File: src/common/sys_pkg.sv
// ==========================================================================
// Shared types and address map for the peripheral bus subsystem
// Every RTL file refers to these through sys_pkg:: scoped names
// ==========================================================================

`default_nettype none

package sys_pkg;

	// Bus widths
	typedef logic [31:0] addr_t;
	typedef logic [15:0] word_t;
	typedef logic [1:0]  sel_t;

	// Signed audio sample as held in the DAC and ADC registers
	typedef logic signed [15:0] sample_t;

	// Wait-state count loaded into the counter
	typedef logic [2:0] wait_cnt_t;

	// Offset inside the I/O register block
	typedef logic [3:0] io_off_t;

	// One bus request, held stable by the master while the strobe is high
	// sel bit 1 is the upper byte lane, bit 0 the lower
	typedef struct packed {
		addr_t addr;
		word_t wdata;
		logic  we;
		sel_t  sel;
	} bus_req_t;

	// Decoded target of a cycle
	typedef enum logic [1:0] {
		REGION_NONE,
		REGION_STACK,
		REGION_IO
	} region_e;

	// ======================================================================
	// Address map
	// ======================================================================

	// Stack RAM, upper 12 address bits select it
	localparam addr_t STACK_BASE = 32'hFF40_0000;
	localparam addr_t STACK_MASK = 32'hFFF0_0000;

	// I/O register block, upper 28 address bits select it
	localparam addr_t IO_BASE = 32'hFFDC_0600;
	localparam addr_t IO_MASK = 32'hFFFF_FFF0;

	// Register offsets in the I/O block
	localparam io_off_t IO_LED      = 4'h0;
	localparam io_off_t IO_SW       = 4'h2;
	localparam io_off_t IO_AUD_CTRL = 4'h4;
	localparam io_off_t IO_DAC_L    = 4'h6;
	localparam io_off_t IO_DAC_R    = 4'h8;
	localparam io_off_t IO_ADC      = 4'hA;

endpackage

`default_nettype wire

File: src/audio/i2s_codec.sv
// ==========================================================================
// I2S codec serializer: bit and frame clocks from cpu_clk, DAC samples
// shifted out MSB first one bit after each lrclk edge, left ADC shifted in
// Clocks and counters sit at the start of a left half while disabled
// ==========================================================================

`default_nettype none

module i2s_codec #(
	parameter int BCLK_DIV = 2
) (
	input  wire               cpu_clk,
	input  wire               rst,
	input  wire               tx_en_i,
	input  wire               rx_en_i,
	input  sys_pkg::sample_t  dac_left_i,
	input  sys_pkg::sample_t  dac_right_i,
	input  wire               adc_i,
	output logic              bclk_o,
	output logic              lrclk_o,
	output logic              dac_o,
	output sys_pkg::sample_t  adc_sample_o,
	output logic              adc_valid_o
);

	localparam int DIV_W = (BCLK_DIV > 1) ? $clog2(BCLK_DIV) : 1;

	logic [DIV_W-1:0] div_q;
	logic             bclk_q;
	logic [5:0]       bit_q;
	logic [5:0]       bit_nx;
	logic [31:0]      sr_q;
	logic [14:0]      sh_q;
	logic             tx_d;
	logic             rx_d;
	logic             en;
	logic             restart;
	logic             tick;
	logic             fall;
	logic             rise;
	logic             in_slot;

	assign en      = tx_en_i | rx_en_i;
	assign restart = (tx_en_i & ~tx_d) | (rx_en_i & ~rx_d);
	assign tick    = (div_q == DIV_W'(BCLK_DIV - 1));
	assign fall    = en && tick && bclk_q;
	assign rise    = en && tick && !bclk_q;
	assign bit_nx  = bit_q + 6'd1;

	// ======================================================================
	// Bit clock divider and frame position
	// ======================================================================

	always_ff @(posedge cpu_clk) begin
		if (rst) begin
			div_q  <= '0;
			bclk_q <= 1'b0;
			bit_q  <= '0;
			tx_d   <= 1'b0;
			rx_d   <= 1'b0;
		end else begin
			tx_d <= tx_en_i;
			rx_d <= rx_en_i;
			if (!en || restart) begin
				div_q  <= '0;
				bclk_q <= 1'b0;
				bit_q  <= '0;
			end else begin
				if (tick) begin
					div_q  <= '0;
					bclk_q <= ~bclk_q;
				end else begin
					div_q <= div_q + 1'b1;
				end
				// A new bit period begins on each falling edge
				if (fall)
					bit_q <= bit_nx;
			end
		end
	end

	// ======================================================================
	// DAC shift-out, slot 0 of each half is blank
	// ======================================================================

	always_ff @(posedge cpu_clk) begin
		if (!en || restart) begin
			sr_q <= {1'b0, dac_left_i, 15'h0000};
		end else if (fall) begin
			if (bit_nx[4:0] == 5'd0)
				sr_q <= {1'b0, bit_nx[5] ? dac_right_i : dac_left_i, 15'h0000};
			else
				sr_q <= {sr_q[30:0], 1'b0};
		end
	end

	// ======================================================================
	// ADC shift-in, left half only, slots 1 to 16
	// ======================================================================

	assign in_slot = rx_en_i && rise && !bit_q[5] &&
	                 (bit_q[4:0] >= 5'd1) && (bit_q[4:0] <= 5'd16);

	always_ff @(posedge cpu_clk) begin
		if (in_slot)
			sh_q <= {sh_q[13:0], adc_i};
		if (in_slot && bit_q[4:0] == 5'd16)
			adc_sample_o <= {sh_q, adc_i};
	end

	always_ff @(posedge cpu_clk) begin
		if (rst)
			adc_valid_o <= 1'b0;
		else
			adc_valid_o <= in_slot && (bit_q[4:0] == 5'd16);
	end

	// Pins go low as soon as both enables drop
	assign bclk_o  = en & bclk_q;
	assign lrclk_o = en & bit_q[5];
	assign dac_o   = tx_en_i & sr_q[31];

endmodule

`default_nettype wire

File: config.mk
export PLATFORM = sky130hd
export DESIGN_NAME = i2s_codec
export DESIGN_NICKNAME = d
export VERILOG_FILES = /design/src/common/sys_pkg.sv /design/src/audio/i2s_codec.sv
export SDC_FILE = /design/constraint.sdc
export NUM_CORES = 1
export LEC_CHECK = 0
export BUFFER_PORTS_ARGS = -buffer_cell sky130_fd_sc_hd__buf_4
export CAP_MARGIN = 20
export CORE_MARGIN = 5
export CORE_UTILIZATION = 35
export DETAILED_ROUTE_END_ITERATION = 10
export HOLD_SLACK_MARGIN = 0.05
export PLACE_DENSITY_LB_ADDON = 0.1
export SKIP_LAST_GASP = 1
export SYNTH_ARGS = -nofsm -noshare
export SYNTH_HDL_FRONTEND = slang
export SYNTH_SLANG_ARGS = --single-unit
File: constraint.sdc
create_clock -name cpu_clk -period 2.9 [get_ports cpu_clk]
set_input_delay 0.58 -clock cpu_clk [delete_from_list [all_inputs] [get_ports cpu_clk]]
set_output_delay 0.58 -clock cpu_clk [all_outputs]
set_load 0.05 [all_outputs]
==> results by group <==
Status
  • Status: finished clean

Layout
  • FILL cells: 651
  • Share of cells above drive strength 1: 34.88%
  • ANT cells: 0
  • Area growth, synth to finish: 29.32%
  • Nets: 294
  • FF/Latch Area: 1652 um2
  • Multi-input gate area: between 600 and 700 um2

Floorplanning
  • Starting Density: 36.28%
  • CORE AREA: between 6000 and 7000 um2
  • IO Count: 57
  • Die H: 94.39 um
  • Die W: 94.39 um
  • Site row count: 30
  • Die area: between 8000 and 9000 um2

Min path
  • Worst hold path type: flip-flop to flip-flop
  • Hold path depth: 0

Timing
  • Final worst-path cycle share: a little under three quarters
  • Setup TNS: 0 ps
  • Final hold vios: 0
  • Worst rel slew slack: 52.68%
  • Max Slew Vio Count: 0
  • Fmax achieved: 481.5 MHz
  • Setup violators final: 0
  • Layout Skew: 7.418 ps
  • Worst slew pin tran: 709.7 ps
  • Clock period minus worst slack: 2077 ps
  • RSZ-0062 raised after global routing: false

Detailed routing
  • Via count: 1561
  • Metal2 WL: 1.973 mm
  • Via density: 4.410
  • Uppermost routed layer: met4
  • Post-Route M1 WL: approximately 2.1 mm
  • Final wirelength: 4.458 mm
  • First-pass DRT Iterations: 5
  • Iter 0 DRT Violations: 94
  • Routed WL per cell: 12.59 um
  • Routed Antenna Nets: 0
  • Drt drc: 0
  • Met3 WL: 361 um

Critical path
  • CP arrival: ~2100 ps
  • Setup slack, reg-to-reg: between 800 and 900 ps
  • WS Path Type: flip-flop to flip-flop
  • CP Capture Type: flip-flop
  • Worst Setup Start Kind: flip-flop
  • Reg2Reg Depth: 4
  • Max FO, Critical Path: 8
  • Req. time, crit path: around 2900 ps

Logic synthesis
  • Syn Nets: 231
  • Asr flop ratio synth: 0%
  • EDFF count, synth: 47
  • Post-synthesis area per instance: 13.12 um2
  • Syn Inst Count: 190
  • Synth warn: 0
  • Seq cells post-synth: 59
  • Mapped cell area: approximately 2500 um2
  • Unique masters post-synth: 35
  • Main synth FF type: edfxtp_1
  • Sequential fraction of the synthesis area: 66.27%

Global route
  • Antenna violations before repair: 0
  • First-pass GRT wire length: 7.148 mm
  • Gr ovfl total: 0
  • Vias in the first global route: 1529
  • GRT Overall Usage: 10.71%
  • Pin count of the biggest net entering global routing: 25

Clocking
  • TritonCTS clock tree: built
  • Setup bufs post-CTS: 0
  • Clk root buf: clkbuf_8
  • CTS sink count: 59
  • Hold buffers post-CTS: 0
  • Clock Latency Late Sink: approximately 330 ps
  • H-tree depth: 3
  • Clock tree buffer depth: 2
  • Worst-path clk slew: 70 ps
  • Post-CTS resize count: 0
  • CTS Buf Count: 9

Place
  • PortBufs: 56
  • Dpl hpwl: about 3.1 mm
  • Placer Congestion: 0.7266

Power and ir drop
  • Power Total: 1.814 mW
  • VDD IR max: 0.3928 mV
  • Leak: 1.241 nW
  • Power Density: 562.8 nW/um2

Job
  • Max-Cap Viols: 0
## cell families (layout without fill, tap and decap cells)
logic type,count (synthesis),after routing,synth area share [%]
AOI/OAI and AO/OA,31,31,10.59
muxes,11,11,4.468
buffers and inverters,35,103,5.723
adders and majority gates,4,4,2.008
and+or+nand+nor,44,44,8.836
DFF,59,59,66.26
xor gates and xnor gates,6,6,2.109
## placed cells by master, fill, tap and decap left out, types with 2 or more instances in the layout
cell type,n
nor2b_1,3
a21oi_1,4
o21a_1,2
buf_4,59
nor2_1,10
dfxtp_1,12
nor3_1,4
o21ai_0,3
nand2_1,17
xor2_1,3
ha_1,4
clkbuf_8,11
mux2i_1,10
inv_1,28
clkinvlp_4,2
xnor2_1,3
o21ai_2,8
nand2b_1,2
edfxtp_1,47
a222oi_1,8
## metrics by stage
stage	cell area (um2)	instances	setup WS [ps]	util, %	hold WS [ps]
2_1_floorplan	2492	190	850.9	-	400.3
3_3_place_gp	3018	338	832.5	43.93	403.8
3_5_place_dp	3018	338	836.0	43.93	417.7
4_1_cts	3223	354	807.8	46.92	407.3
5_1_grt	3223	354	660.0	46.92	404.7
6_report	3223	354	823.3	46.92	426.1
## final cells by class
| type | instances | area share, % |
|---|---|---|
| sequential | 59 | 51.24 |
| inverter | 28 | 3.261 |
| timing repair buffer | 59 | 13.74 |
| clock buffer | 12 | 4.814 |
| clock inverter | 4 | 1.553 |
| tap | 96 | 3.727 |
| multi-input combinational | 96 | 21.66 |
## routing by layer
metal	track usage [%]	up-vias
met5	0	-
met4	3.971	0
met3	5.896	6
met2	15.43	54
met1	13.49	700
li1	-	801
## path summary, 6_finish.rpt
| check | from | end |
|---|---|---|
| setup / recovery | bit_q[0]$_SDFFE_PP0P_ | sr_q[17]$_DFFE_PP_ |
| hold / removal | sh_q[14]$_DFFE_PP_ | adc_sample_o[15]$_DFFE_PP_ |
| setup reg to reg | bit_q[0]$_SDFFE_PP0P_ | sr_q[17]$_DFFE_PP_ |
| hold reg to reg | sh_q[14]$_DFFE_PP_ | adc_sample_o[15]$_DFFE_PP_ |
## cells in the mapped netlist, drive strengths merged, types with 3 or more instances
library cell	number	area share, %
mux2i	10	4.0
nor3	4	0.80
edfxtp	47	57
a222oi	8	3.2
nor2b	3	0.75
buf	5	1.2
a21oi	5	1.5
xnor2	3	1.1
dfxtp	12	9.6
ha	4	2.0
xor2	3	1.1
nand2	17	2.6
nor2	10	1.5
inv	28	4.2
o21ai	11	3.4
## registers in the layout, indices dropped and copies added (netlist names)
signal and flops:
rx_d 1, bclk_q 1, sh_q 15, div_q 1
adc_valid_o 1, adc_sample_o 16, bit_q 6, sr_q 17
tx_d 1
## report_power, final
group / switching [mW] / internal [mW] / total, mW
clock: 0.313 / 0.442 / 0.755
sequential: 0.00842 / 0.941 / 0.950
combinational: 0.0503 / 0.0591 / 0.109
## critical path, cell delays in order (launching register included)
cell and delay, ps:
dfxtp_1 490, nand3_4 160, or3_4 420, a211oi_2 560
a222oi_1 140
(Power assumes the default switching activity.)
