### config.mk
export PLATFORM = sky130hd
export DESIGN_NAME = wait_counter
export DESIGN_NICKNAME = d
export VERILOG_FILES = /design/src/common/sys_pkg.sv /design/src/design/wait_counter.sv
export SDC_FILE = /design/constraint.sdc
export NUM_CORES = 1
export LEC_CHECK = 0
export BUFFER_PORTS_ARGS = -buffer_cell sky130_fd_sc_hd__buf_2
export CORE_AREA = 4 4 41 43
export CTS_CLUSTER_SIZE = 40
export DETAILED_ROUTE_END_ITERATION = 8
export DIE_AREA = 0 0 45 47
export PLACE_DENSITY_LB_ADDON = 0.12
export SYNTH_ARGS = -nofsm -noshare
export SYNTH_HDL_FRONTEND = slang
export SYNTH_SLANG_ARGS = --single-unit
### constraint.sdc
create_clock -name cpu_clk -period 1.38 [get_ports cpu_clk]
set_input_delay 0.207 -clock cpu_clk [delete_from_list [all_inputs] [get_ports cpu_clk]]
set_output_delay 0.207 -clock cpu_clk [all_outputs]
set_load 0.01 [all_outputs]
### src/common/sys_pkg.sv
// ==========================================================================
// Shared types and address map for the peripheral bus subsystem
// Every RTL file refers to these through sys_pkg:: scoped names
// ==========================================================================

`default_nettype none

package sys_pkg;

	// Bus widths
	typedef logic [31:0] addr_t;
	typedef logic [15:0] word_t;
	typedef logic [1:0]  sel_t;

	// Signed audio sample as held in the DAC and ADC registers
	typedef logic signed [15:0] sample_t;

	// Wait-state count loaded into the counter
	typedef logic [2:0] wait_cnt_t;

	// Offset inside the I/O register block
	typedef logic [3:0] io_off_t;

	// One bus request, held stable by the master while the strobe is high
	// sel bit 1 is the upper byte lane, bit 0 the lower
	typedef struct packed {
		addr_t addr;
		word_t wdata;
		logic  we;
		sel_t  sel;
	} bus_req_t;

	// Decoded target of a cycle
	typedef enum logic [1:0] {
		REGION_NONE,
		REGION_STACK,
		REGION_IO
	} region_e;

	// ======================================================================
	// Address map
	// ======================================================================

	// Stack RAM, upper 12 address bits select it
	localparam addr_t STACK_BASE = 32'hFF40_0000;
	localparam addr_t STACK_MASK = 32'hFFF0_0000;

	// I/O register block, upper 28 address bits select it
	localparam addr_t IO_BASE = 32'hFFDC_0600;
	localparam addr_t IO_MASK = 32'hFFFF_FFF0;

	// Register offsets in the I/O block
	localparam io_off_t IO_LED      = 4'h0;
	localparam io_off_t IO_SW       = 4'h2;
	localparam io_off_t IO_AUD_CTRL = 4'h4;
	localparam io_off_t IO_DAC_L    = 4'h6;
	localparam io_off_t IO_DAC_R    = 4'h8;
	localparam io_off_t IO_ADC      = 4'hA;

endpackage

`default_nettype wire

### src/design/wait_counter.sv
// ==========================================================================
// Wait-state down-counter, loaded by the sequencer at the start of a
// stretched access; done goes high once the count has run out
// ==========================================================================

`default_nettype none

module wait_counter (
	input  wire                 cpu_clk,
	input  wire                 rst,
	input  wire                 load_i,
	input  sys_pkg::wait_cnt_t  value_i,
	output logic                done_o
);

	sys_pkg::wait_cnt_t count_q;

	always_ff @(posedge cpu_clk) begin
		if (rst) begin
			count_q <= '0;
		end else if (load_i) begin
			count_q <= value_i;
		end else if (count_q != '0) begin
			count_q <= count_q - 1'b1;
		end
	end

	// A pending load hides a stale zero
	assign done_o = (count_q == '0) && !load_i;

endmodule

`default_nettype wire

==> metrics list, run 1 <==
- The floorplan step set the die height to between 40 and 50 µm.
- Ratio of cells with drive above 1 in the final layout: between 40% and 50%
- In this run the cell area measured after placement is ~260 µm².
* Final Power: around 350 µW
- Critical path peak fanout: 4
- Netlist area before placement: approximately 210 µm²
- Entering global routing, the biggest net connects 10 pins.
- Highest achievable clock rate: slightly below 800 MHz
- Total power per unit cell area: between 1000 and 1500 nW/µm²
- TritonCTS built the clock tree.
- The flow ran to the end, and the final reports show no timing, DRC or antenna violations.
* Clk_lat worst skew: roughly 0.24 ns
- Once detail routing completed, the nets flagged for antenna violations numbered 0.
* Mean number of vias per cell: around 4.2
* HP Class: in -> reg
* Vias: 200
* Vias in the first global route: about 190
- Hold Crit Start: rst
- A synthesized cell averages approximately 9.4 µm².
* Synth async-reset ratio: 0%
- Global placement routability congestion: around 0.68
* Final core utilization: 23.3%
* Library cell with the highest instance count after synthesis: nor2b_1
* Floorplan Core Area: 1300 µm²
- Portion of the clock cycle consumed by the worst path in the final layout: between 90 and 100%
- Global routing used 6.16% of the available tracks.
- The repair_antennas step left the layout with diodes totalling 0.
- For this run, the detailed router's first-pass iteration total came to 3.
* Nets: between 40 and 50
* Remaining max-slew budget at the tightest pin: between 70% and 80%
- Minimum period implied by the final worst setup slack: 1.29 ns
- Half-perimeter wire length of the detailed placement result: between 300 and 400 µm
- Antenna violations before repair: 0
- Setup repair after global routing left no endpoint under its margin.
* Transition time at the pin with the least slew margin: between 0.3 and 0.4 ns
- Max Root-Sink Buffers: 2
* Unique cell type count in the Yosys netlist: 11
* Clk Tree Root Cell: clkbuf_4
- Final-layout worst hold slack: 0.206 ns
* Largest Register: count_q
- The register with the most flip-flops in the layout has 3 of them.
- Startpoint kind of the worst setup timing path: flip-flop
- Summing all flip-flop and latch instances after layout gives 61.3 µm².
- Counting every instance in the synthesized netlist gives 22.
* Critical path startpoint: count_q[1]
* Cts bufs inserted: 3
- Leakage dissipation: 0.123 nW
- Average detailed-routed wire length per instance: 11.0 µm
- Final cell count without fillers: 48
- Post-synth top area share: roughly 29%
* Filler cell count in the final layout: ~160
- Arrival time at the worst endpoint: between 1 and 1.5 ns
- Row cnt: 13
- After the first detailed-routing iteration, the DRC count stood at 2.
- Design area: 303 µm²
- Grt ovf: 0
* Min setup slack post-route: a little under 0.09 ns
* Post-synth top flop: dfxtp_1
- Clock-pin slew was measured on the worst setup and hold paths at around 0.040 ns.
- Setup violations remaining at the end of the flow were counted as 0.
- Warning count from the yosys run: 0
* Hold buffer count at cts: 0
- Category of the most critical setup path: reg -> out
- Post-route setup TNS: 0 ns
- Of the synthesized area, sequential elements account for 29.1%.
- The number of nets in the synthesized netlist is 30.
* Layout-stage area growth over the synthesis result: 46.7%
* Full die area: 2120 µm²
- Synth Register Bits: 3
* Count of placed standard cells including taps: 43
- Number of failing hold endpoints at the final stage: 0
- Effective utilization at floorplan: between 10% and 20%
- Source of the worst register-to-register timing path: count_q[1]
- Clock sink count: 3
* Cell types occupying the most area after synthesis: dfxtp_1 (29%), nor2b_1 (15%), ha_1 (12%)
* Remaining design rule violation count: 0
- Number of H-tree branching levels: 1
* Boundary pin count: 7
* Count of buffers inserted at the top-level ports: 6
- Timing analysis after detailed placement gives a worst setup slack of 0.0649 ns.
- Max-cap viol count: 0
- Total routed wirelength: 530 µm
- Ranked by instance count, the synthesized netlist is headed by nor2b_1 (5), dfxtp_1 (3), inv_1 (3).
* Global-route wire length before repair: 814 µm
- Data required, critical path: 1.17 ns
- Summing all multi-input logic gate instances after layout gives ~150 µm².
- The worst setup path is captured at a primary output.
- The die is ~45 µm wide.
* Skew final: ~0.008 ns
- EDFF count, synth: 0
- Peak supply drop: approximately 0.00036 V
- The synthesized design spends more area on one cell type than any other, namely dfxtp_1.
- Pins Over Slew Limit: 0
- The largest registers in the layout are count_q x3.
routing by layer:
metal,global-route usage (%),vias to the layer above,routed length [µm]
met5,0,-,0
met4,3.51,0,0
met3,6.13,0,55
met2,8.19,7,242
met1,6.12,91,231
li1,-,102,-
worst max-delay path, stage by stage, from the launching register on:
cell,delay [ns]
dfxtp_1,0.34
inv_2,0.06
ha_4,0.16
nand2b_1,0.10
nor2_1,0.05
buf_2,0.14
cell families (layout without fill, tap and decap cells):
group	Yosys count	after routing	synth area share [%]
compound gates	3	3	17.0
flops	3	3	29.1
buf+inv	3	14	5.45
fa+ha+maj	2	2	12.1
simple gates	11	11	36.4
cell usage in the layout, fill, tap and decap left out, drive strengths merged:
| cell type | count |
|---|---|
| nor2b | 5 |
| ha | 2 |
| or3b | 1 |
| nand2b | 1 |
| inv | 3 |
| a311oi | 1 |
| nor4b | 2 |
| dfxtp | 3 |
| buf | 7 |
| or2b | 1 |
| a2111oi | 2 |
| clkbuf | 4 |
| nor2 | 1 |
worst paths after layout:
path / end / slack (ns) / depth (start not counted)
setup reg to reg: count_q[2] / 0.13 / 4
hold reg to reg: count_q[0] / 0.59 / 2
setup / recovery: done_o / 0.09 / 5
hold / removal: count_q[0] / 0.21 / 2
power by group:
group / total [mW] / internal (mW) / switching [mW]
Combinational: 0.0875 / 0.0469 / 0.0406
Clock: 0.158 / 0.109 / 0.0493
Sequential: 0.105 / 0.0974 / 0.00798
Total: 0.351 / 0.253 / 0.0978
final cells by class:
class | instances | share of cell area, %
tap | 15 | 6.20
sequential | 3 | 20.2
clock buffer | 4 | 8.68
timing repair buffer | 7 | 12.4
multi-input combinational | 16 | 48.8
inverter | 3 | 3.72
what timing repair did:
item,4_1_cts,5_1_grt
gates resized for setup,1,4
buffers inserted,1,0
pin swaps,0,1
endpoints found under the setup margin,1,3
endpoints found under the hold margin,0,0
Note: power is estimated with default switching activity, not from simulation.
==> run 2: changes to the inputs <==
--- a/config.mk
+++ b/config.mk
@@ -6,11 +6,13 @@
 export NUM_CORES = 1
 export LEC_CHECK = 0
 export BUFFER_PORTS_ARGS = -buffer_cell sky130_fd_sc_hd__buf_2
+export CAP_MARGIN = 10
 export CORE_AREA = 4 4 41 43
 export CTS_CLUSTER_SIZE = 40
 export DETAILED_ROUTE_END_ITERATION = 8
 export DIE_AREA = 0 0 45 47
 export PLACE_DENSITY_LB_ADDON = 0.12
+export REMOVE_ABC_BUFFERS = 1
 export SYNTH_ARGS = -nofsm -noshare
 export SYNTH_HDL_FRONTEND = slang
 export SYNTH_SLANG_ARGS = --single-unit
==> constraint.sdc (replaced) <==
create_clock -name cpu_clk -period 1.38 [get_ports cpu_clk]
set_input_delay 0.138 -clock cpu_clk [delete_from_list [all_inputs] [get_ports cpu_clk]]
set_output_delay 0.138 -clock cpu_clk [all_outputs]
set_load 0.01 [all_outputs]
==> metrics list, run 2 (synthesis gave the netlist of run 1 again) <==
- Outcome: completed
- The clock network is responsible for approximately 45% of the overall power.
- In this run the remaining antenna-violating nets after routing total 0.
- Full die area: 2120 µm²
- DRT iter0 DRCs: 2
- Based on the critical path, the design can be clocked at up to just under 800 MHz.
* Crit path largest cell delay: 0.36 ns
* Vias: 198
- Combinational group share of total power: between 20% and 30%
- No sink is reached through more buffers than the 2 on the longest clock path.
* CP delay by family, top: simple AND/OR/NAND/NOR gates
* Clk_lat worst skew: about 0.24 ns
- Max-cap viol count: 0
- Minimum period implied by the final worst setup slack: ~1.3 ns
- Transition time at the pin with the least slew margin: 0.336 ns
- Mean number of vias per cell: ~4.1
- Counting flops per register, the top entry is count_q.
- Measured against its own limit, the worst slew margin works out to between 70% and 80%.
* Critical path peak fanout: 4
* Reg2reg setup slack: about 0.091 ns
* Data required, critical path: approximately 1.5 ns
- STA classifies the critical path endpoint as a flip-flop.
- Leakage dissipation: approximately 0.12 nW
- The number of hold buffers added after CTS was 0.
- Antenna violations before repair: 0
- Effective utilization at floorplan: between 10% and 20%
* Global-route wire length before repair: between 700 and 800 µm
- Ratio of cells with drive above 1 in the final layout: 39.4%
- TritonCTS built the clock tree.
* Nets: 42
- Die width: 45 µm
- Vias in the first global route: 178
- Average detailed-routed wire length per instance: 10.7 µm
- Sum of routed wire segments on met1: 227 µm
- Port buffering added 6 buffers.
* Die outline height: 47 µm
- Clock sink count: 3
* Total routed wirelength: around 520 µm
* Minimum setup slack after placement: about 0.065 ns
- Pins Over Slew Limit: 0
- Source of the worst register-to-register timing path: count_q[0]
* Peak supply drop: ~0.00036 V
* Post-route setup TNS: 0 ns
- Highest-count cells in the layout ignoring fill and taps: buf_2 (6), nor2b_1 (5), inv_1 (3), clkbuf_4 (3), dfxtp_1 (3)
- Number of H-tree branching levels: 1
- On the final layout, the worst clock skew is 0.00797 ns.
- The critical path in this run is classified as reg -> reg.
* Proportion of total power due to net switching: between 20% and 30%
- Setup violations remaining at the end of the flow were counted as 0.
* HP Class: in -> reg
- Min setup slack post-route: between 0.09 and 0.1 ns
- The signal on the critical path passes through inv_1 -> ha_4 -> or3b_1 -> a311oi_2.
* Worst-path clk slew: 0.04 ns
- Detailed route wirelength on metal2: about 240 µm
- Half-perimeter wire length of the detailed placement result: approximately 370 µm
- Number of failing hold endpoints at the final stage: 0
- In the final layout, the registers with the most flip-flops are count_q x3.
* Cts bufs inserted: 3
* Critical path startpoint: count_q[0]
- The initialized floorplan defines 13 standard-cell rows.
- Sequential cells burn roughly 29% of the power.
- Among all stages on the critical path, the largest delay is contributed by or3b_1.
- Detailed routing placed a total of about 47 µm of wire on met3.
* Hold Crit Start: rst
* Floorplan Core Area: between 1000 and 1500 µm²
* Total iterations of the first detailed-routing run: 2
* Startpoint kind of the worst setup timing path: flip-flop
- The library cell used most frequently in the layout, excluding fill and tap cells, is buf_2.
- For this run, the total global-route usage over all layers was measured as under 10%.
- After detailed routing, the number of remaining DRC violations is 0.
* Total power per unit cell area: about 1100 nW/µm²
- The congestion estimate from routability-driven global placement came to just under 0.7.
- Entering global routing, the biggest net connects 10 pins.
- The register with the most flip-flops in the layout has 3 of them.
- The total overflow left after global routing is 0.
- Boundary pin count: 7
* Unrepaired setup endpoints after global routing: no
- Number of buffer and inverter stages on the critical path: 1
* Total internal power: roughly 250 µW
- Layout-stage area growth over the synthesis result: 48.5%
* Arrival time at the worst endpoint: roughly 1.4 ns
* Clk Tree Root Cell: clkbuf_4
* Uppermost signal routing layer after detailed routing: met3
* Switching pwr: about 97 µW
- The worst path uses roughly 93% of the clock period.
- The repair_antennas step left the layout with diodes totalling 0.
run 2: cell counts in the layout (fill, tap and decap cells not counted):
Identical to the previous run, type by type.
run 2: power groups by stage:
stage	logic, mW	registers, mW	clock network, mW
detailed placement	0.0696	0.105	0
finish	0.0904	0.103	0.157
global placement	0.0696	0.105	0
floorplan	0.0482	0.103	0
CTS	0.0714	0.104	0.166
global route	0.100	0.105	0.177
run 2: timing repair:
action,in CTS,in global routing
setup buffers,0,1
hold endpoints to repair,0,0
resized for setup,0,3
endpoints found under the setup margin,0,3
run 2: final cells by class:
class,count,area [µm²]
Multi-Input combinational cell,16,153
Inverter,3,11.3
Sequential cell,3,60.1
Tap cell,15,18.8
Fill cell,162,995
Clock buffer,4,26.3
Timing Repair Buffer,7,37.5
run 2: final timing paths:
| path | end | cells after the start |
|---|---|---|
| max | count_q[2] | 4 |
| min reg2reg | count_q[0] | 2 |
| min | count_q[1] | 2 |
| max reg2reg | count_q[2] | 4 |
run 2: worst reg2reg max path: stages, from the launching register on:
cell,delay [ns]
dfxtp_1,0.34
inv_1,0.09
ha_4,0.17
or3b_1,0.36
a311oi_2,0.23
run 2: routing by layer:
layer,vias up,track usage (%)
li1,101,-
met4,0,3.51
met3,0,6.13
met5,-,0
met1,90,5.90
met2,7,7.34
run 2: through the flow:
stage                     cell area, µm²  hold WS, ns  power, mW  utilization (%)  instances
after detailed placement             255        0.365      0.175             19.6         43
after global placement               255        0.358      0.175             19.6         43
after floorplan                      206        0.206      0.151                -         22
after CTS                            282        0.126      0.341             21.6         47
after global routing                 307        0.126      0.382             23.6         48
final                                307        0.128      0.351             23.6         48
