<file path="src/common/sys_pkg.sv">
// ==========================================================================
// Shared types and address map for the peripheral bus subsystem
// Every RTL file refers to these through sys_pkg:: scoped names
// ==========================================================================

`default_nettype none

package sys_pkg;

	// Bus widths
	typedef logic [31:0] addr_t;
	typedef logic [15:0] word_t;
	typedef logic [1:0]  sel_t;

	// Signed audio sample as held in the DAC and ADC registers
	typedef logic signed [15:0] sample_t;

	// Wait-state count loaded into the counter
	typedef logic [2:0] wait_cnt_t;

	// Offset inside the I/O register block
	typedef logic [3:0] io_off_t;

	// One bus request, held stable by the master while the strobe is high
	// sel bit 1 is the upper byte lane, bit 0 the lower
	typedef struct packed {
		addr_t addr;
		word_t wdata;
		logic  we;
		sel_t  sel;
	} bus_req_t;

	// Decoded target of a cycle
	typedef enum logic [1:0] {
		REGION_NONE,
		REGION_STACK,
		REGION_IO
	} region_e;

	// ======================================================================
	// Address map
	// ======================================================================

	// Stack RAM, upper 12 address bits select it
	localparam addr_t STACK_BASE = 32'hFF40_0000;
	localparam addr_t STACK_MASK = 32'hFFF0_0000;

	// I/O register block, upper 28 address bits select it
	localparam addr_t IO_BASE = 32'hFFDC_0600;
	localparam addr_t IO_MASK = 32'hFFFF_FFF0;

	// Register offsets in the I/O block
	localparam io_off_t IO_LED      = 4'h0;
	localparam io_off_t IO_SW       = 4'h2;
	localparam io_off_t IO_AUD_CTRL = 4'h4;
	localparam io_off_t IO_DAC_L    = 4'h6;
	localparam io_off_t IO_DAC_R    = 4'h8;
	localparam io_off_t IO_ADC      = 4'hA;

endpackage

`default_nettype wire

</file>
<file path="src/design/bus_sequencer.sv">
// ==========================================================================
// Bus cycle sequencer: decodes the target of each strobe, times the
// access through the wait counter and answers with one acknowledge pulse
// ==========================================================================

`default_nettype none

module bus_sequencer #(
	parameter int STACK_WAIT = 2
) (
	input  wire                 cpu_clk,
	input  wire                 rst,
	input  wire                 bus_stb_i,
	input  sys_pkg::bus_req_t   bus_req_i,
	output logic                bus_ack_o,
	output logic                cnt_load_o,
	output sys_pkg::wait_cnt_t  cnt_value_o,
	input  wire                 cnt_done_i,
	output logic                ram_we_o,
	output logic                ram_re_o,
	output logic                io_we_o,
	output sys_pkg::region_e    region_o
);

	// Counter starts one cycle into WAIT, so load one less
	localparam sys_pkg::wait_cnt_t WAIT_LOAD = sys_pkg::wait_cnt_t'(STACK_WAIT - 1);

	typedef enum logic [2:0] {
		IDLE,
		DECODE,
		WAIT,
		ACK,
		DONE
	} state_e;

	state_e state_q;
	state_e state_d;
	sys_pkg::region_e region_d;
	sys_pkg::region_e region_q;

	// Address decode, only taken into region_q in DECODE
	always_comb begin
		region_d = sys_pkg::REGION_NONE;
		if ((bus_req_i.addr & sys_pkg::STACK_MASK) == sys_pkg::STACK_BASE)
			region_d = sys_pkg::REGION_STACK;
		else if ((bus_req_i.addr & sys_pkg::IO_MASK) == sys_pkg::IO_BASE)
			region_d = sys_pkg::REGION_IO;
	end

	always_comb begin
		state_d = state_q;
		case (state_q)
			IDLE:   if (bus_stb_i) state_d = DECODE;
			DECODE: state_d = (region_d == sys_pkg::REGION_STACK) ? WAIT : ACK;
			WAIT:   if (cnt_done_i) state_d = ACK;
			ACK:    state_d = DONE;
			// Hold here until the master drops the strobe
			DONE:   if (!bus_stb_i) state_d = IDLE;
			default: state_d = IDLE;
		endcase
	end

	always_ff @(posedge cpu_clk) begin
		if (rst) begin
			state_q  <= IDLE;
			region_q <= sys_pkg::REGION_NONE;
		end else begin
			state_q <= state_d;
			if (state_q == DECODE)
				region_q <= region_d;
		end
	end

	// Stack access starts together with the counter load
	assign cnt_load_o  = (state_q == DECODE) && (region_d == sys_pkg::REGION_STACK);
	assign cnt_value_o = WAIT_LOAD;
	assign ram_we_o    = cnt_load_o && bus_req_i.we;
	assign ram_re_o    = cnt_load_o && !bus_req_i.we;

	// Register writes land at the end of the acknowledge cycle
	assign io_we_o   = (state_q == ACK) && (region_q == sys_pkg::REGION_IO) && bus_req_i.we;
	assign bus_ack_o = (state_q == ACK);
	assign region_o  = region_q;

endmodule

`default_nettype wire

</file>
<file path="config.mk">
export PLATFORM = sky130hd
export DESIGN_NAME = bus_sequencer
export DESIGN_NICKNAME = d
export VERILOG_FILES = /design/src/common/sys_pkg.sv /design/src/design/bus_sequencer.sv
export SDC_FILE = /design/constraint.sdc
export NUM_CORES = 1
export LEC_CHECK = 0
export ABC_CLOCK_PERIOD_IN_PS = 1300
export BUFFER_PORTS_ARGS = -buffer_cell sky130_fd_sc_hd__buf_2
export CORE_UTILIZATION = 22
export CTS_CLUSTER_DIAMETER = 40
export DETAILED_ROUTE_END_ITERATION = 10
export HOLD_SLACK_MARGIN = 0.03
export PLACE_DENSITY = 0.83
export SYNTH_ARGS = -nofsm -noshare
export SYNTH_HDL_FRONTEND = slang
export SYNTH_SLANG_ARGS = --single-unit
</file>
<file path="constraint.sdc">
create_clock -name cpu_clk -period 1.3 [get_ports cpu_clk]
set_input_delay 0.065 -clock cpu_clk [delete_from_list [all_inputs] [get_ports cpu_clk]]
set_output_delay 0.065 -clock cpu_clk [all_outputs]
set_load 0.01 [all_outputs]
</file>
==> results of run 1 <==
==> power groups by stage <==
stage | sequential, mW | clock [mW] | combinational (mW)
finish | 0.202 | 0.181 | 0.262
global route | 0.206 | 0.202 | 0.286
floorplan | 0.214 | 0 | 0.102
global placement | 0.199 | 0 | 0.239
CTS | 0.201 | 0.184 | 0.258
detailed placement | 0.202 | 0 | 0.247
==> Yosys cell counts <==
library cell / number / area share (%)
dfxtp_1: 5 / 28
nand4_1: 4 / 7.1
buf_4: 3 / 6.4
conb_1: 2 / 2.1
inv_1: 2 / 2.1
nand3b_1: 2 / 4.2
nor2b_1: 2 / 3.5
nor3_1: 2 / 2.8
nor4b_1: 2 / 4.9
or4_1: 2 / 4.2
a2111oi_0: 1 / 2.5
a211oi_1: 1 / 2.1
a21oi_1: 1 / 1.4
and2_1: 1 / 1.8
nand2_1: 1 / 1.1
nand2b_1: 1 / 1.8
nand3_1: 1 / 1.4
nor2_1: 1 / 1.1
nor3b_1: 1 / 2.1
nor4_1: 1 / 1.8
o211a_1: 1 / 2.8
o31ai_1: 1 / 2.1
o41ai_2: 1 / 4.6
or3b_1: 1 / 2.5
or4b_1: 1 / 2.8
xnor2_1: 1 / 2.5
==> metrics by stage <==
stage,hold WS (ns),util (%),std cells
finish,0.125,48.6,112
global route,0.120,48.6,112
CTS,0.126,47.2,110
detailed placement,0.271,43.1,104
global placement,0.270,43.1,104
floorplan,0.134,-,43
==> worst max-delay path, cell delays in order, from the launching register on <==
cell	delay, ns
dfxtp_2	0.34
or3b_4	0.40
nor4_4	0.21
nor2b_4	0.21
buf_6	0.11
==> sequential cells by signal (all words and copies together) (netlist names) <==
name,count
region_o,2
state_q,3
==> per-layer routing <==
| layer | share of wire (%) | vias up | track usage [%] |
|---|---|---|---|
| met4 | 0.42 | 0 | 9.38 |
| li1 | - | 263 | - |
| met5 | 0 | - | 0 |
| met1 | 33 | 222 | 10.3 |
| met3 | 9.3 | 2 | 3.02 |
| met2 | 57 | 37 | 26.3 |
==> worst paths after layout <==
check	from	end	slack (ns)	depth (start not counted)
max	state_q[0]	ram_re_o	-0.28	4
max reg2reg	state_q[0]	state_q[0]	-0.08	4
min reg2reg	region_o[1]	region_o[1]	0.51	2
min	bus_req_i[38]	region_o[1]	0.13	3
==> repair_timing <==
action                                  CTS  global route
pin swaps                                 1             2
resized for setup                         5             1
endpoints found under the setup margin    5             6
buffers inserted                          1             3
hold buffers                              1             0
hold endpoints to repair                  3             0
==> final cells by class <==
class | instances | area (um^2) | area share (%)
Clock buffer | 3 | 22.5 | 3.08
Clock inverter | 1 | 5.00 | 0.684
Inverter | 2 | 7.51 | 1.03
Multi-Input combinational cell | 33 | 260 | 35.6
Sequential cell | 5 | 103 | 14.0
Tap cell | 16 | 20.0 | 2.74
Timing Repair Buffer | 52 | 314 | 42.9
==> kinds of logic after synthesis <==
| family | share of synthesized area [%] |
|---|---|
| AOI/OAI and AO/OA | 15.5 |
| xor gates and xnor gates | 2.47 |
| buffers and inverters | 8.48 |
| DFF | 28.3 |
| other | 2.12 |
| and+or+nand+nor | 43.1 |
==> flow_summary.toml, run 1 <==
[flow_run]
drv_cap = 0

[layout]
final_cell_area_um2 = 732
syn2layout_area_growth_pct = 107
nets = 152
nFillCells = 140
final_common_cell = "buf_2"
antenna_cells = 0
drive_gt1_share_pct = 65.6
layout_common_cells = "buf_2, buf_4, nand4_1"

[worst_setup_path]
worstPathRequired_ns = 1.24
end_kind = "output port"
crit_type = "reg2out"
crit_fanout = 3
worst_ep_arrival_time_ns = 1.51
cp-start-kind = "register"

[cts]
clk_latency_ns = 0.24
root_buffer = "clkbuf_4"
cts_buffers = 3
cts_tree = "done"
cts_sinks = 5
htreeDepth = 1
clk_pin_slew_ns = 0.05
clockBufferDepth = 2

[route]
routed_wl_mm = 1.19
vias = 524
via_per_inst = 4.68
ant_nets = 0
drcViolationCount = 0
wl_per_cell_um = 10.6
first_pass_iters = 4
drt_iter0_drc = 7

[global_route]
grt_pass1_vias = 426
antenna_found_initial = 0
grt_use_total_pct = 12.9
grt_start_max_net_pins = 6
overflow = 0
grt_pass1_wl_mm = 1.66

[pwr]
vdd_ir_drop_max_uv = 442
power.total_uw = 645
p_int_uw = 447
p_sw_share_pct = 30.7
power_frac_seq_pct = 31.4
power.density_nw_per_um2 = 881
leakage_nw = 0.381
switchingPower_uw = 198
combinationalPowerShare_pct = 40.6
clkPwrFrac_pct = 28.0

[die]
io_pins = 65
start_util_pct = 23.5
fp.dieW_um = 42.1
die-area_um2 = 1770
die_h_um = 42.1
core_area_um2 = 1510
rows = 14

[synthesis]
ys_types = 26
synth_warnings = 0
synth_seq_cells = 5
yosysSeqAreaShare_pct = 28.3
synth.avg_cell_area_um2 = 8.43
syn-cell-area_um2 = 354
synth_cells = 42

[sta]
setup_ws_ns = -0.276
finalHoldViolCount = 0
min_period_ns = 1.58
fin_skew_ns = 0.00345
fin_tns_setup_ns = -0.827
fmax_mhz = 635
rsz0062_at_grt = "true"
setup_viol = 4
period_share_pct = 121
final_max_slew_viol_count = 0

[place]
post-place-ws_ns = -0.176
place_hpwl_um = 934
portBuffers = 39
place_congestion = 0.770
placed_area_um2 = 649

[outcome]
outcome = "finished with violations"
violations = "negative setup slack"

[worst_hold_path]
hold_class = "in2reg"
Power figures use the tool's default switching activity.
==> run 2: changes to the inputs <==
--- a/config.mk
+++ b/config.mk
@@ -15,3 +15,4 @@
 export SYNTH_ARGS = -nofsm -noshare
 export SYNTH_HDL_FRONTEND = slang
 export SYNTH_SLANG_ARGS = --single-unit
+export TNS_END_PERCENT = 10
==> constraint.sdc (replaced) <==
create_clock -name cpu_clk -period 1.3 [get_ports cpu_clk]
set_input_delay 0.26 -clock cpu_clk [delete_from_list [all_inputs] [get_ports cpu_clk]]
set_output_delay 0.26 -clock cpu_clk [all_outputs]
set_load 0.01 [all_outputs]
==> flow_summary.toml, run 2 (same netlist as run 1, synthesis figures left out) <==
[sta]
final_max_slew_viol_count = 0
finalHoldViolCount = 0
fin_tns_setup_ns = -1.44
setup_ws_ns = -0.403
setup_viol = 7
period_share_pct = 131
fmax_mhz = 587
fin_skew_ns = 0.00208
min_period_ns = 1.70
rsz0062_at_grt = "true"

[cts]
cts_sinks = 5
clockBufferDepth = 2
clk_pin_slew_ns = 0.04
cts_buffers = 3
root_buffer = "clkbuf_4"
htreeDepth = 1
clk_latency_ns = 0.24
ctsHoldBuffers = 0
cts_tree = "done"

[worst_setup_path]
end_kind = "output port"
worst_ep_arrival_time_ns = 1.44
r2r_slack_ns = -0.06
cp-start-kind = "input port"
crit_fanout = 3
crit_type = "in2out"
path_common_cell = "buf_6"
cp_slowest_stage_delay_ns = 0.55
worstPathRequired_ns = 1.04
slowest_stage = "or4b_4"
path_cells = "buf_6 > or4b_4 > nor4_4 > nor2b_4 > buf_6"

[die]
rows = 14
core_area_um2 = 1510
die_h_um = 42.1
fp.dieW_um = 42.1
io_pins = 65
die-area_um2 = 1770
start_util_pct = 23.5

[route]
via_per_inst = 4.70
ant_nets = 0
drt_iter0_drc = 0
routed_wl_mm = 1.26
wl_per_cell_um = 11.8
first_pass_iters = 1
drcViolationCount = 0
vias = 503

[place]
post-place-ws_ns = -0.416
portBuffers = 39
placed_area_um2 = 633
place_congestion = 0.772
place_hpwl_um = 942

[layout]
nFillCells = 147
register_area_um2 = 103
antenna_cells = 0
final_util_pct = 47.8
top_register = "state_q"
final_common_cell = "buf_2"
largest_reg_flops = 3
final_cell_area_um2 = 719
multi_input_area_um2 = 279
syn2layout_area_growth_pct = 103
nets = 147
drive_gt1_share_pct = 67.0
layout_common_cells = "buf_2, buf_4, buf_6"

[outcome]
outcome = "finished with violations"
violations = "negative setup slack"

[pwr]
vdd_ir_drop_max_uv = 375
leakage_nw = 0.360
power.density_nw_per_um2 = 935
power.total_uw = 673

[worst_hold_path]
hold_class = "in2reg"

[global_route]
antenna_found_initial = 0
grt_use_total_pct = 15.0
overflow = 0
grt_start_max_net_pins = 7
grt_pass1_wl_mm = 2.04
grt_pass1_vias = 538

[flow_run]
drv_cap = 0
[run 2: power breakdown]
part | internal [mW] | switching [mW]
logic | 0.167 | 0.128
registers | 0.182 | 0.0167
clock network | 0.116 | 0.0626
total | 0.465 | 0.207
[run 2: worst max-delay path, delay by kind of cell]
family | cells | cell delay (ns)
AND/OR/NAND/NOR | 3 | 0.99
buffers and inverters | 2 | 0.19
[run 2: area by class of cell]
cell class	count	share of cell area (%)
timing repair buffer	47	39.5
multi-input combinational	33	38.8
sequential	5	14.3
clock buffer	4	3.65
tap	16	2.78
inverter	2	1.04
[run 2: worst paths after layout]
kind                                     from     endpoint  cells past startpoint
worst min-delay path                      rst   state_q[0]                      2
worst max register to register     state_q[2]   state_q[0]                      5
worst min register to register    region_o[1]  region_o[1]                      2
worst max-delay path            bus_req_i[40]     ram_re_o                      5
[run 2: timing repair]
| item | in CTS | in global routing |
|---|---|---|
| pin swaps | 4 | 4 |
| setup buffers | 0 | 0 |
| endpoints found under the setup margin | 8 | 8 |
| resized for setup | 12 | 3 |
[run 2: per-stage QoR]
step	hold WS [ns]	instances
2_1_floorplan	0.329	43
3_3_place_gp	0.474	103
3_5_place_dp	0.480	103
4_1_cts	0.225	107
5_1_grt	0.230	107
6_report	0.235	107
[run 2: metal layers]
layer  routed length, um  share of wire, %  up-vias  GRT usage, %
met1                 512                41      229          16.1
met2                 680                54       16          25.6
met5                   0                 0        -             0
li1                    -                 -      256             -
met3                  52               4.1        2          3.45
met4                  15               1.2        0          10.6
==> run 3: changes to the inputs <==
--- a/config.mk
+++ b/config.mk
@@ -6,12 +6,13 @@
 export NUM_CORES = 1
 export LEC_CHECK = 0
 export ABC_CLOCK_PERIOD_IN_PS = 1300
-export BUFFER_PORTS_ARGS = -buffer_cell sky130_fd_sc_hd__buf_2
-export CORE_UTILIZATION = 22
+export CORE_AREA = 2 2 39 41
 export CTS_CLUSTER_DIAMETER = 40
 export DETAILED_ROUTE_END_ITERATION = 10
+export DIE_AREA = 0 0 41 43
+export DONT_BUFFER_PORTS = 1
 export HOLD_SLACK_MARGIN = 0.03
-export PLACE_DENSITY = 0.83
+export PLACE_DENSITY_LB_ADDON = 0.08
 export SYNTH_ARGS = -nofsm -noshare
 export SYNTH_HDL_FRONTEND = slang
 export SYNTH_SLANG_ARGS = --single-unit
==> flow_summary.toml, run 3 (same netlist as run 1, synthesis figures left out) <==
[sta]
rsz0062_at_grt = "true"
setup_viol = 6
setup_ws_ns = -0.394
period_share_pct = 130
fmax_mhz = 590
fin_skew_ns = 0.00755
finalHoldViolCount = 0
final_max_slew_viol_count = 0
min_period_ns = 1.69
fin_tns_setup_ns = -1.45

[global_route]
grt_pass1_wl_mm = 1.46
antenna_found_initial = 0
grt_start_max_net_pins = 7
grt_use_total_pct = 12.4
grt_pass1_vias = 375
overflow = 0

[worst_setup_path]
worst_ep_arrival_time_ns = 1.43
rr_startpoint = "state_q[2]"
crit_type = "reg2out"
r2r_cells = 5
end_kind = "output port"
crit_end = "ram_re_o"
worstSetupStartpoint = "state_q[1]"
r2r_slack_ns = -0.12
cp-start-kind = "register"
r2r_end = "region_o[1]"
worstPathRequired_ns = 1.04
crit_fanout = 3

[layout]
antenna_cells = 0
syn2layout_area_growth_pct = 48.1
largest_reg_flops = 3
final_common_cell = "buf_4"
top_register = "state_q"
drive_gt1_share_pct = 46.3
nets = 110
stdcell_count = 70
final_cell_area_um2 = 524
nFillCells = 145
layout_common_cells = "buf_4, nand4_1, conb_1, clkbuf_4, dfxtp_2"

[route]
routed_wl_um = 987
vias = 381
ant_nets = 0
wl_per_cell_um = 14.1
first_pass_iters = 4
drcViolationCount = 0
drt_iter0_drc = 3
via_per_inst = 5.44

[cts]
cts_buffers = 3
htreeDepth = 1
clockBufferDepth = 2
root_buffer = "clkbuf_4"
cts_sinks = 5
cts_tree = "done"
cts_setup_buffers = 0
clk_pin_slew_ns = 0.05
clk_latency_ns = 0.24

[place]
place_congestion = 0.647
dpl.cell_count = 66
post-place-ws_ns = -0.307
portBuffers = 0
place_hpwl_um = 820
placed_area_um2 = 453

[pwr]
combinationalPowerShare_pct = 37.9
switchingPower_uw = 189
p_int_uw = 426
leakage_nw = 0.200
p_sw_share_pct = 30.7
vdd_ir_drop_max_uv = 662
power_frac_seq_pct = 32.9
clkPwrFrac_pct = 29.2
power.density_nw_per_um2 = 1170
power.total_uw = 615

[die]
die-area_um2 = 1760
io_pins = 65
die_h_um = 43
fp.dieW_um = 41
core_area_um2 = 1380
rows = 14
start_util_pct = 25.6

[flow_run]
drv_cap = 0

[outcome]
outcome = "finished with violations"
violations = "negative setup slack"

[worst_hold_path]
hold_class = "in2reg"
holdPathStages = 1
==> run 3: cell count changes in the layout (fill, tap and decap cells not counted) <==
cell	previous run	this run
buf_2	35	0
o31ai_4	0	1
buf_4	7	10
dfxtp_1	3	2
o31ai_1	1	0
dfxtp_2	2	3
or4b_4	1	0
inv_4	0	1
inv_2	1	0
buf_6	5	0
or4b_1	0	1
==> run 3: timing repair <==
action                                  in CTS  in global routing
hold buffers                                 0                  0
gates resized for setup                      8                  5
pin swaps                                    5                  1
endpoints found under the setup margin       8                  8
==> run 3: worst min-delay path by stage <==
stage,endpoint,start
final,state_q[2],rst
after global routing,state_q[2],rst
after CTS,state_q[2],rst
after detailed placement,state_q[2],rst
after global placement,state_q[2],rst
after floorplan,state_q[2],rst
==> run 3: routing by layer <==
| layer | vias up | share of wire [%] | track usage [%] |
|---|---|---|---|
| li1 | 180 | - | - |
| met1 | 171 | 36 | 12.9 |
| met2 | 26 | 52 | 20.0 |
| met3 | 4 | 10 | 3.66 |
| met4 | 0 | 1.4 | 8.00 |
| met5 | - | 0 | 0 |
==> run 3: layout make-up <==
| class | instances | area, um^2 | area share [%] |
|---|---|---|---|
| clock buffers | 4 | 26.3 | 5.01 |
| inverters | 2 | 10.0 | 1.91 |
| multi-input cells | 33 | 289 | 55.1 |
| flip-flops and latches | 5 | 104 | 19.8 |
| well taps | 16 | 20.0 | 3.82 |
| repair buffers | 10 | 75.1 | 14.3 |
==> run 3: worst max-delay path, stage by stage, from the launching register on <==
cell and delay (ns):
dfxtp_2 0.31, or3b_4 0.41, nor4_4 0.26, nor2b_4 0.22
==> run 3: power groups by stage <==
| stage | registers, mW | logic [mW] | clock network, mW |
|---|---|---|---|
| final | 0.202 | 0.233 | 0.180 |
| after CTS | 0.201 | 0.218 | 0.187 |
| after global placement | 0.199 | 0.180 | 0 |
| after detailed placement | 0.200 | 0.183 | 0 |
| after floorplan | 0.213 | 0.0935 | 0 |
| after global routing | 0.208 | 0.256 | 0.202 |
==> run 3: metrics by stage <==
step | hold slack, ns | utilization, %
after floorplan | 0.329 | -
after global placement | 0.335 | 32.7
after detailed placement | 0.332 | 32.7
after CTS | 0.0711 | 36.5
after global routing | 0.0648 | 37.9
final | 0.0706 | 37.9
